===== src/design/refill_defines.svh =====
`ifndef REFILL_DEFINES_SVH
`define REFILL_DEFINES_SVH

// byte address width on the memory bus and at both refill ports
`define REFILL_ADDR_BITS 32

// one data beat on the burst memory bus
`define REFILL_BEAT_BITS 64

// one cache line as seen by the refill ports
`define REFILL_LINE_BITS 256

// beats that make up one line, beat 0 is the low 64 bits
`define REFILL_BEATS 4

// counter width able to index every beat of a line
`define REFILL_BEAT_IDX_BITS 2

`endif


===== src/design/refill_pkg.sv =====
`include "refill_defines.svh"

package refill_pkg;

    // byte address, line aligned at the refill ports
    typedef logic [`REFILL_ADDR_BITS-1:0] addr_t;

    // single burst beat
    typedef logic [`REFILL_BEAT_BITS-1:0] beat_t;

    // full cache line
    typedef logic [`REFILL_LINE_BITS-1:0] line_t;

    // which refill port currently owns the memory
    typedef enum logic [1:0] {
        SRC_NONE  = 2'd0,   // arbiter idle
        SRC_INSTR = 2'd1,   // instruction cache refill
        SRC_DATA  = 2'd2    // data cache refill or writeback
    } req_src_e;

endpackage : refill_pkg


===== src/design/burst_if.sv =====
`timescale 1ns/100ps

// one granted line transfer between the fill arbiter and the cacheline adapter
interface burst_if;
    import refill_pkg::*;

    addr_t addr;    // line address of the owner
    logic  read;    // line read, held until done
    logic  write;   // line writeback, held until done
    line_t wline;   // dirty line to split into beats
    line_t rline;   // assembled line, valid with done
    logic  done;    // one cycle end of transfer

    modport arbiter (
        output addr,
        output read,
        output write,
        output wline,
        input  rline,
        input  done
    );

    modport adapter (
        input  addr,
        input  read,
        input  write,
        input  wline,
        output rline,
        output done
    );

endinterface : burst_if


===== src/design/fill_arbiter.sv =====
`timescale 1ns/100ps

module fill_arbiter (
    input  logic              clk,
    input  logic              rst,

    // instruction cache refill port
    input  refill_pkg::addr_t ifill_addr_i,
    input  logic              ifill_read_i,
    output refill_pkg::line_t ifill_line_o,
    output logic              ifill_resp_o,

    // data cache refill port
    input  refill_pkg::addr_t dfill_addr_i,
    input  logic              dfill_read_i,
    input  logic              dfill_write_i,
    input  refill_pkg::line_t dfill_wline_i,
    output refill_pkg::line_t dfill_line_o,
    output logic              dfill_resp_o,

    burst_if.arbiter          bus
);
    import refill_pkg::*;

    req_src_e owner_q;      // current grant holder
    req_src_e owner_d;
    logic     ifill_req;
    logic     dfill_req;

    assign ifill_req = ifill_read_i;
    assign dfill_req = dfill_read_i | dfill_write_i;

    // grant only from idle with data port first
    always_comb begin
        owner_d = owner_q;
        case (owner_q)
            SRC_NONE: begin
                if (dfill_req) begin
                    owner_d = SRC_DATA;
                end else if (ifill_req) begin
                    owner_d = SRC_INSTR;
                end
            end
            default: begin
                if (bus.done) begin
                    owner_d = SRC_NONE;   // back to idle after done
                end
            end
        endcase
    end

    always_ff @(posedge clk) begin
        if (rst) begin
            owner_q <= SRC_NONE;
        end else begin
            owner_q <= owner_d;
        end
    end

    // forward the owner's request to the adapter
    always_comb begin
        bus.addr  = '0;
        bus.read  = 1'b0;
        bus.write = 1'b0;
        bus.wline = '0;
        case (owner_q)
            SRC_INSTR: begin
                bus.addr = ifill_addr_i;
                bus.read = ifill_read_i;
            end
            SRC_DATA: begin
                bus.addr  = dfill_addr_i;
                bus.read  = dfill_read_i;
                bus.write = dfill_write_i;
                bus.wline = dfill_wline_i;
            end
            default: ;
        endcase
    end

    // response reaches only the owner in the cycle of done
    assign ifill_resp_o = (owner_q == SRC_INSTR) && bus.done;
    assign dfill_resp_o = (owner_q == SRC_DATA) && bus.done;
    assign ifill_line_o = (owner_q == SRC_INSTR) ? bus.rline : '0;
    assign dfill_line_o = (owner_q == SRC_DATA) ? bus.rline : '0;

    // every adapter done answers exactly one port
    a_single_resp: assert property (
        @(posedge clk) disable iff (rst)
        bus.done |-> (ifill_resp_o ^ dfill_resp_o)
    ) else $error("adapter done not answered by one port, owner %s", owner_q.name());

endmodule : fill_arbiter


===== src/design/cacheline_adapter.sv =====
`timescale 1ns/100ps
`include "refill_defines.svh"

module cacheline_adapter (
    input  logic              clk,
    input  logic              rst,

    burst_if.adapter          bus,

    // burst memory side
    output refill_pkg::addr_t bmem_addr_o,
    output logic              bmem_read_o,
    output logic              bmem_write_o,
    output refill_pkg::beat_t bmem_wdata_o,
    input  logic              bmem_ready_i,
    input  refill_pkg::addr_t bmem_raddr_i,
    input  refill_pkg::beat_t bmem_rdata_i,
    input  logic              bmem_rvalid_i
);
    import refill_pkg::*;

    localparam int IDX_BITS = `REFILL_BEAT_IDX_BITS;
    localparam int BEAT_BITS = `REFILL_BEAT_BITS;
    localparam logic [IDX_BITS-1:0] LAST_BEAT = IDX_BITS'(`REFILL_BEATS - 1);

    typedef enum logic [2:0] {
        ST_IDLE,
        ST_ISSUE_RD,    // read request until accepted
        ST_COLLECT,     // wait for the four read beats
        ST_WRITE,       // push the four write beats
        ST_DONE         // one cycle done to the arbiter
    } state_e;

    state_e              state_q;
    state_e              state_d;
    logic [IDX_BITS-1:0] beat_q;    // beat slot for both directions
    addr_t               addr_q;    // outstanding line address
    line_t               line_q;    // read line under assembly

    always_comb begin
        state_d = state_q;
        case (state_q)
            ST_IDLE: begin
                if (bus.write) begin
                    state_d = ST_WRITE;
                end else if (bus.read) begin
                    state_d = ST_ISSUE_RD;
                end
            end
            ST_ISSUE_RD: begin
                if (bmem_ready_i) begin
                    state_d = ST_COLLECT;
                end
            end
            ST_COLLECT: begin
                if (bmem_rvalid_i && beat_q == LAST_BEAT) begin
                    state_d = ST_DONE;
                end
            end
            ST_WRITE: begin
                if (bmem_ready_i && beat_q == LAST_BEAT) begin
                    state_d = ST_DONE;
                end
            end
            default: state_d = ST_IDLE;   // done lasts one cycle
        endcase
    end

    always_ff @(posedge clk) begin
        if (rst) begin
            state_q <= ST_IDLE;
            beat_q  <= '0;
        end else begin
            state_q <= state_d;
            case (state_q)
                ST_IDLE: beat_q <= '0;
                ST_COLLECT: begin
                    if (bmem_rvalid_i) begin
                        beat_q <= beat_q + 1'b1;
                    end
                end
                ST_WRITE: begin
                    if (bmem_ready_i) begin
                        beat_q <= beat_q + 1'b1;    // advance only when accepted
                    end
                end
                default: ;
            endcase
        end
    end

    always_ff @(posedge clk) begin
        if (state_q == ST_IDLE && (bus.read || bus.write)) begin
            addr_q <= bus.addr;
        end
        if (state_q == ST_COLLECT && bmem_rvalid_i) begin
            line_q[beat_q*BEAT_BITS +: BEAT_BITS] <= bmem_rdata_i;  // beat 0 lands low
        end
    end

    assign bmem_addr_o  = addr_q;
    assign bmem_read_o  = (state_q == ST_ISSUE_RD);
    assign bmem_write_o = (state_q == ST_WRITE);
    assign bmem_wdata_o = bus.wline[beat_q*BEAT_BITS +: BEAT_BITS];

    assign bus.rline = line_q;
    assign bus.done  = (state_q == ST_DONE);

    // memory may only return data for a request this adapter issued
    a_rvalid_in_collect: assert property (
        @(posedge clk) disable iff (rst)
        bmem_rvalid_i |-> state_q == ST_COLLECT
    ) else $error("read beat arrived in state %s", state_q.name());

    a_raddr_match: assert property (
        @(posedge clk) disable iff (rst)
        bmem_rvalid_i |-> bmem_raddr_i == addr_q
    ) else $error("read beat address %h, expected %h", bmem_raddr_i, addr_q);

endmodule : cacheline_adapter


===== src/design/mem_refill_top.sv =====
`timescale 1ns/100ps

module mem_refill_top (
    input  logic              clk,
    input  logic              rst,

    // instruction cache refill port
    input  refill_pkg::addr_t ifill_addr_i,
    input  logic              ifill_read_i,
    output refill_pkg::line_t ifill_line_o,
    output logic              ifill_resp_o,

    // data cache refill port
    input  refill_pkg::addr_t dfill_addr_i,
    input  logic              dfill_read_i,
    input  logic              dfill_write_i,
    input  refill_pkg::line_t dfill_wline_i,
    output refill_pkg::line_t dfill_line_o,
    output logic              dfill_resp_o,

    // burst memory
    output refill_pkg::addr_t bmem_addr_o,
    output logic              bmem_read_o,
    output logic              bmem_write_o,
    output refill_pkg::beat_t bmem_wdata_o,
    input  logic              bmem_ready_i,
    input  refill_pkg::addr_t bmem_raddr_i,
    input  refill_pkg::beat_t bmem_rdata_i,
    input  logic              bmem_rvalid_i
);

    burst_if bus_if ();   // granted line transfer

    fill_arbiter u_fill_arbiter (
        .clk           (clk),
        .rst           (rst),
        .ifill_addr_i  (ifill_addr_i),
        .ifill_read_i  (ifill_read_i),
        .ifill_line_o  (ifill_line_o),
        .ifill_resp_o  (ifill_resp_o),
        .dfill_addr_i  (dfill_addr_i),
        .dfill_read_i  (dfill_read_i),
        .dfill_write_i (dfill_write_i),
        .dfill_wline_i (dfill_wline_i),
        .dfill_line_o  (dfill_line_o),
        .dfill_resp_o  (dfill_resp_o),
        .bus           (bus_if.arbiter)
    );

    cacheline_adapter u_cacheline_adapter (
        .clk           (clk),
        .rst           (rst),
        .bus           (bus_if.adapter),
        .bmem_addr_o   (bmem_addr_o),
        .bmem_read_o   (bmem_read_o),
        .bmem_write_o  (bmem_write_o),
        .bmem_wdata_o  (bmem_wdata_o),
        .bmem_ready_i  (bmem_ready_i),
        .bmem_raddr_i  (bmem_raddr_i),
        .bmem_rdata_i  (bmem_rdata_i),
        .bmem_rvalid_i (bmem_rvalid_i)
    );

endmodule : mem_refill_top


===== config.mk =====
export PLATFORM = sky130hd
export DESIGN_NAME = mem_refill_top
export DESIGN_NICKNAME = d
export VERILOG_FILES = /design/src/design/refill_pkg.sv /design/src/design/burst_if.sv /design/src/design/fill_arbiter.sv /design/src/design/cacheline_adapter.sv /design/src/design/mem_refill_top.sv
export VERILOG_INCLUDE_DIRS = /design/src /design/src/design
export SDC_FILE = /design/constraint.sdc
export NUM_CORES = 1
export LEC_CHECK = 0
export BUFFER_PORTS_ARGS = -buffer_cell sky130_fd_sc_hd__buf_4
export CAP_MARGIN = 15
export CORE_AREA = 2 2 402 404
export DETAILED_ROUTE_END_ITERATION = 12
export DIE_AREA = 0 0 404 406
export GPL_TIMING_DRIVEN = 0
export SLEW_MARGIN = 25
export SYNTH_ARGS = -nofsm -noshare
export SYNTH_HDL_FRONTEND = slang
export SYNTH_SLANG_ARGS = --single-unit

===== constraint.sdc =====
create_clock -name clk -period 4.4 [get_ports clk]
set_input_delay 0.88 -clock clk [delete_from_list [all_inputs] [get_ports clk]]
set_output_delay 0.88 -clock clk [all_outputs]
set_load 0.01 [all_outputs]

# Word-level counts from Yosys, hierarchy flattened
# Index checks and enable logic that the tools add are counted.
# Widths: inputs -> output; s select.
# word_totals
out_inout_bits,612
memories,0
regBits,295
ram_bits,0
wordCells,59
rom_bits,0
latchBits,0
# op_classes
n_eq_ne,14
magnitude_cmp,0
mul,0
n_mux,20
addsub,2
shifts,3
div,0
reduce_logical,14
n_bitwise,1
# op_table
op,n
$mux 256,3
$bwmux 256,1
$shift 64x34->256 const A,1
$shiftx 256x9->64,1
$shiftx 64x34->256,1
$pmux 32 s2,1
$neg 8->34,1
$mux 3,5
$mux 2,6
$pmux 3 s4,1
$ne 2x1->1 const B,4
$eq 3x2->1 const B,2
$logic_and 1x1->1,6
$pmux 2 s3,1
$eq 2x2->1 const B,2
$reduce_and 4->1,1
$eq 3x1->1 const B,1
$eq 3x3->1 const B,1
$logic_not 3->1,1
$ne 3x1->1 const B,1
$ne 3x2->1 const B,1
$reduce_and 3->1,1
$reduce_bool 3->1,1
$add 2x1->2 const B,1
other kinds (9),9

# Longest topological paths before layout
# logic_depth
word_depth,5
ltp_mapped,7
depth_no_buf,5

# By module
# A second synthesis with hierarchy kept.
# hier_totals
cells_unflattened,1647
area_unflattened_um2,18460.2
# by_module_without_submodules
mod,cells_per_inst,seq_area_each_um2,n_inst,area_per_inst_um2
cacheline_adapter,698,8748.4,1,12494.5
fill_arbiter,949,40.0,1,5965.7

# Worst setup path before layout
# No wires, ideal clock.
# synth_timing
path_kind,reg-to-reg
from,register u_fill_arbiter.owner_q[0]
to,"register u_cacheline_adapter.addr_q[0], in the netlist u_cacheline_adapter.bmem_addr_o[0], enable pin"
slack_ns,-0.367
t_required_ns,3.898
synth_period_minus_slack_ns,4.767
t_arrival_ns,4.266
path_stages_with_launch,8
setup_ns,0.502
path_buffers,3
cell_sequence,dfxtp_1 -> inv_1 -> ha_1 -> clkbuf_1 -> buf_2 -> clkbuf_1 -> a32oi_1 -> nor4_1
# synth_between
elab_chain_cells,4
elab_cells_between_ends,6
# synth_rtl
element,line_no,text
from (decl),fill_arbiter.sv:25,req_src_e owner_q;
from (signal assigned),fill_arbiter.sv:56,owner_q <= owner_d;
$eq 2x2->1 or $eq 2x1->1 (tied branches),fill_arbiter.sv:66,case (owner_q)
$pmux 1 s2 or $mux 1 (tied branches),fill_arbiter.sv:66,
$logic_or 1x1->1 *,cacheline_adapter.sv:93,if (state_q == ST_IDLE && (bus.read || bus.write)) begin
$logic_and 1x1->1 *,cacheline_adapter.sv:93,
to (signal assigned),cacheline_adapter.sv:94,addr_q <= bus.addr;
to (decl),cacheline_adapter.sv:37,addr_t addr_q;
# Mark *: on every way between the ends. The rest lies on a longest branch, timed or not.
# A chain may end at the register's enable or synchronous reset.

# Worst setup path after layout
# layout_timing
from,register u_fill_arbiter.owner_q[0]
to,output bmem_wdata_o[0]
# layout_between
elab_chain_cells,3
# layout_rtl
element,line_no,text
$eq 2x2->1,fill_arbiter.sv:66,
$mux 256,fill_arbiter.sv:66,
$shiftx 256x9->64,cacheline_adapter.sv:104,assign bmem_wdata_o = bus.wline[beat_q*BEAT_BITS +: BEAT_BITS];
to (decl),mem_refill_top.sv:25,"output refill_pkg::beat_t bmem_wdata_o,"
# Every way passes these cells.

==> metrics <==
status=complete, no violations; initial antenna violation count=94; HP Class=input port to register; Vias=~17k; Rel. slew slack=0.249; most frequent cell after synthesis=and2_1; number of DRC markers in iteration 0=approximately 1.4k; Synth Flop Type=edfxtp_1; largest net degree at the start of global routing=38; most used cell, CP=clkbuf_2; WP data required=roughly 3.5 ns; Clock power frac=0.351; clock sinks=between 200 and 300; DIE WIDTH=about 400 microns; Internal=roughly 0.0065 W; Worst setup EP type=output pin; Tcrit/Tclk final=0.928; post-layout util=0.182; Rows=147; Synth area leaders=edfxtp_1 51%, and2_1 31%, mux4_2 8.6%; fmax=245 MHz; Final Hold Fails=0; routability cong.=approximately 0.95; Skew-Pair Late Insertion Delay=~0.6 ns; EDFF count, synth=between 200 and 300; # IOs=between 1k and 1.5k; Crit Path Category=register to output pin; syn_nets=about 1.9k; Max Cap Viol=0; DR WL/cell=around 33 microns; top cell type's share of synthesized area=0.513; total global routing overflow=0; CP bufs+invs=6; RSZ-0062 raised after global routing=false; Worst-Margin Slew=between 1 and 1.5 ns; Logic pwr share=0.316; CTS tree=done; Core Footprint=between 0.15 and 0.2 sq mm; TritonRoute pass-1 iters=5; CP Launch Type=register; critical path peak fanout=10; cts repair resizes=0; sequential share of the synthesized area=0.522; Die Height=slightly above 400 microns; cell breakdown of the critical path=inv_1 -> ha_1 -> clkbuf_1 -> clkbuf_2 -> buf_16 -> clkbuf_2 -> and2_1 -> buf_4; sequential share of power=0.333; Setup-failing EPs final=0; Pwr per Cell Area=~340 mW/mm^2; synth unique cells=40; total global-route track usage=0.179; total wire length=~150 mm; Post-DP HPWL=134 mm; Lkg Pwr=11.6 nW; NetSw=between 0.003 and 0.004 W; Syn-to-layout area delta=72.0%; clk buf depth=3; filler cell count=17.7k; cts bufs inserted=39; sw frac=0.333; Commonest cells post-synth=836 x and2_1, 288 x edfxtp_1, 86 x clkbuf_1, 64 x mux4_2, 35 x nor2b_1; Final Slew Violations=0; starting density of the core=0.106; ys async rst share=0; share of cells above drive strength 1=0.477; Post-layout nets=approximately 3k; Worst EP arrival=3.20 ns; Syn Inst Count=roughly 1.4k; crit-path leading delay family=buffers and inverters; Ys Warns=0; IO buf count=about 1k; Mapped Avg Cell Area=~12 sq um; Peak VDD IR=between 0.2 and 0.25 mV; Worst Skew=around 0.027 ns; first-pass GRT wire length=around 190 mm; #FFs+latches synth=roughly 300; drt drc=0; Worst-path clk slew=0.06 ns; htree depth=2; die area=0.164 sq mm; Tmin final=approximately 4.1 ns; Yosys top cell by area=edfxtp_1; Vias/cell=3.62; max incr delay on CP=0.52 ns; mapped cell area=0.0169 sq mm; antenna viol nets, final=0; Setup TNS Final=0 ns; total chip power=between 0.009 and 0.01 W; number of global-route vias before repair=about 16k; CP max-delay cell=clkbuf_2; clock root buffer=clkbuf_16
-- worst paths after layout --
kind	end	cells past startpoint	slack, ns	start
hold / removal	u_fill_arbiter.owner_q[0]	2	0.54	rst
setup / recovery	bmem_wdata_o[0]	8	0.32	u_fill_arbiter.owner_q[0]
setup reg to reg	u_cacheline_adapter.bus.rline[128]	8	0.67	u_cacheline_adapter.beat_q[1]
hold reg to reg	u_fill_arbiter.owner_q[1]	2	0.54	u_fill_arbiter.owner_q[1]
-- layout by cell type (no fill, tap or decap), types with 3 or more instances in the layout --
master	count
buf_4	1004
and2_1	832
edfxtp_1	288
clkbuf_1	69
mux4_2	64
diode_2	52
clkbuf_16	40
nor2b_1	35
a22oi_1	32
clkbuf_2	30
buf_16	11
buf_2	9
ha_1	8
dfxtp_1	7
inv_1	6
buf_6	6
buf_1	6
clkinv_2	6
bufinv_16	5
and2_4	4
nor2_1	4
clkinv_4	4
clkinv_1	4
buf_12	4
buf_8	4
nor3b_4	3
nand3_1	3
inv_8	3
clkinvlp_4	3
-- stage by stage --
| step | std cells | setup slack, ns | area [sq um] | hold WS, ns |
|---|---|---|---|---|
| after CTS | 4616 | 0.205 | 28900 | 0.472 |
| final | 4668 | 0.318 | 29000 | 0.545 |
| after detailed placement | 4546 | 0.524 | 27500 | 0.524 |
| after global placement | 4523 | -1.22 | 27000 | 0.513 |
| after floorplan | 1435 | 0.975 | 16900 | 0.489 |
| after global routing | 4633 | 0.0940 | 28900 | 0.511 |
-- routing by layer --
layer,GRT usage,vias up,routed length (microns)
met1,0.222,8500,63500
met5,0.0137,-,246
li1,-,7065,-
met2,0.286,1114,70600
met4,0.0486,42,4060
met3,0.0698,182,16000
-- flip-flops by register name, indices dropped and copies added, names as in the netlist --
signal,flops
u_cacheline_adapter.bus.rline,256
u_cacheline_adapter.bmem_addr_o,32
u_cacheline_adapter.state_q,3
u_cacheline_adapter.beat_q,2
u_fill_arbiter.owner_q,2
-- repair_timing --
action	4_1_cts	5_1_grt
hold endpoints to repair	0	0
hold buffers	0	0
setup buffers	0	0
endpoints found under the setup margin	21	0
-- final cells by class --
cell class / count / area (sq um) / share of cell area
Antenna cell: 52 / 130 / 0.00449
Buffer: 115 / 514 / 0.0177
Clock buffer: 44 / 1020 / 0.0350
Clock inverter: 28 / 320 / 0.0111
Inverter: 6 / 22.5 / 0.000777
Multi-Input combinational cell: 1017 / 7580 / 0.262
Sequential cell: 295 / 8790 / 0.303
Tap cell: 2086 / 2610 / 0.0900
Timing Repair Buffer: 1025 / 8000 / 0.276
-- cell families (layout without fill, tap and decap cells) --
family / Yosys count / after routing / share of synthesized area
AND/OR/NAND/NOR: 897 / 897 / 0.335
adder cells (fa/ha/maj): 8 / 8 / 0.00594
flip-flops: 295 / 295 / 0.522
AO/OA/AOI/OAI: 46 / 46 / 0.0199
multiplexers: 66 / 66 / 0.0867
other: 0 / 52 / 0
buffers and inverters: 123 / 1218 / 0.0307
-- power groups by stage --
| stage | clock, W | combinational [W] | sequential [W] |
|---|---|---|---|
| floorplan | 0 | 0.00109 | 0.00328 |
| global placement | 0 | 0.00307 | 0.00332 |
| detailed placement | 0 | 0.00314 | 0.00332 |
| CTS | 0.00355 | 0.00315 | 0.00326 |
| global route | 0.00362 | 0.00327 | 0.00326 |
| finish | 0.00343 | 0.00309 | 0.00325 |
No activity file was read; power rests on OpenSTA's default activity.
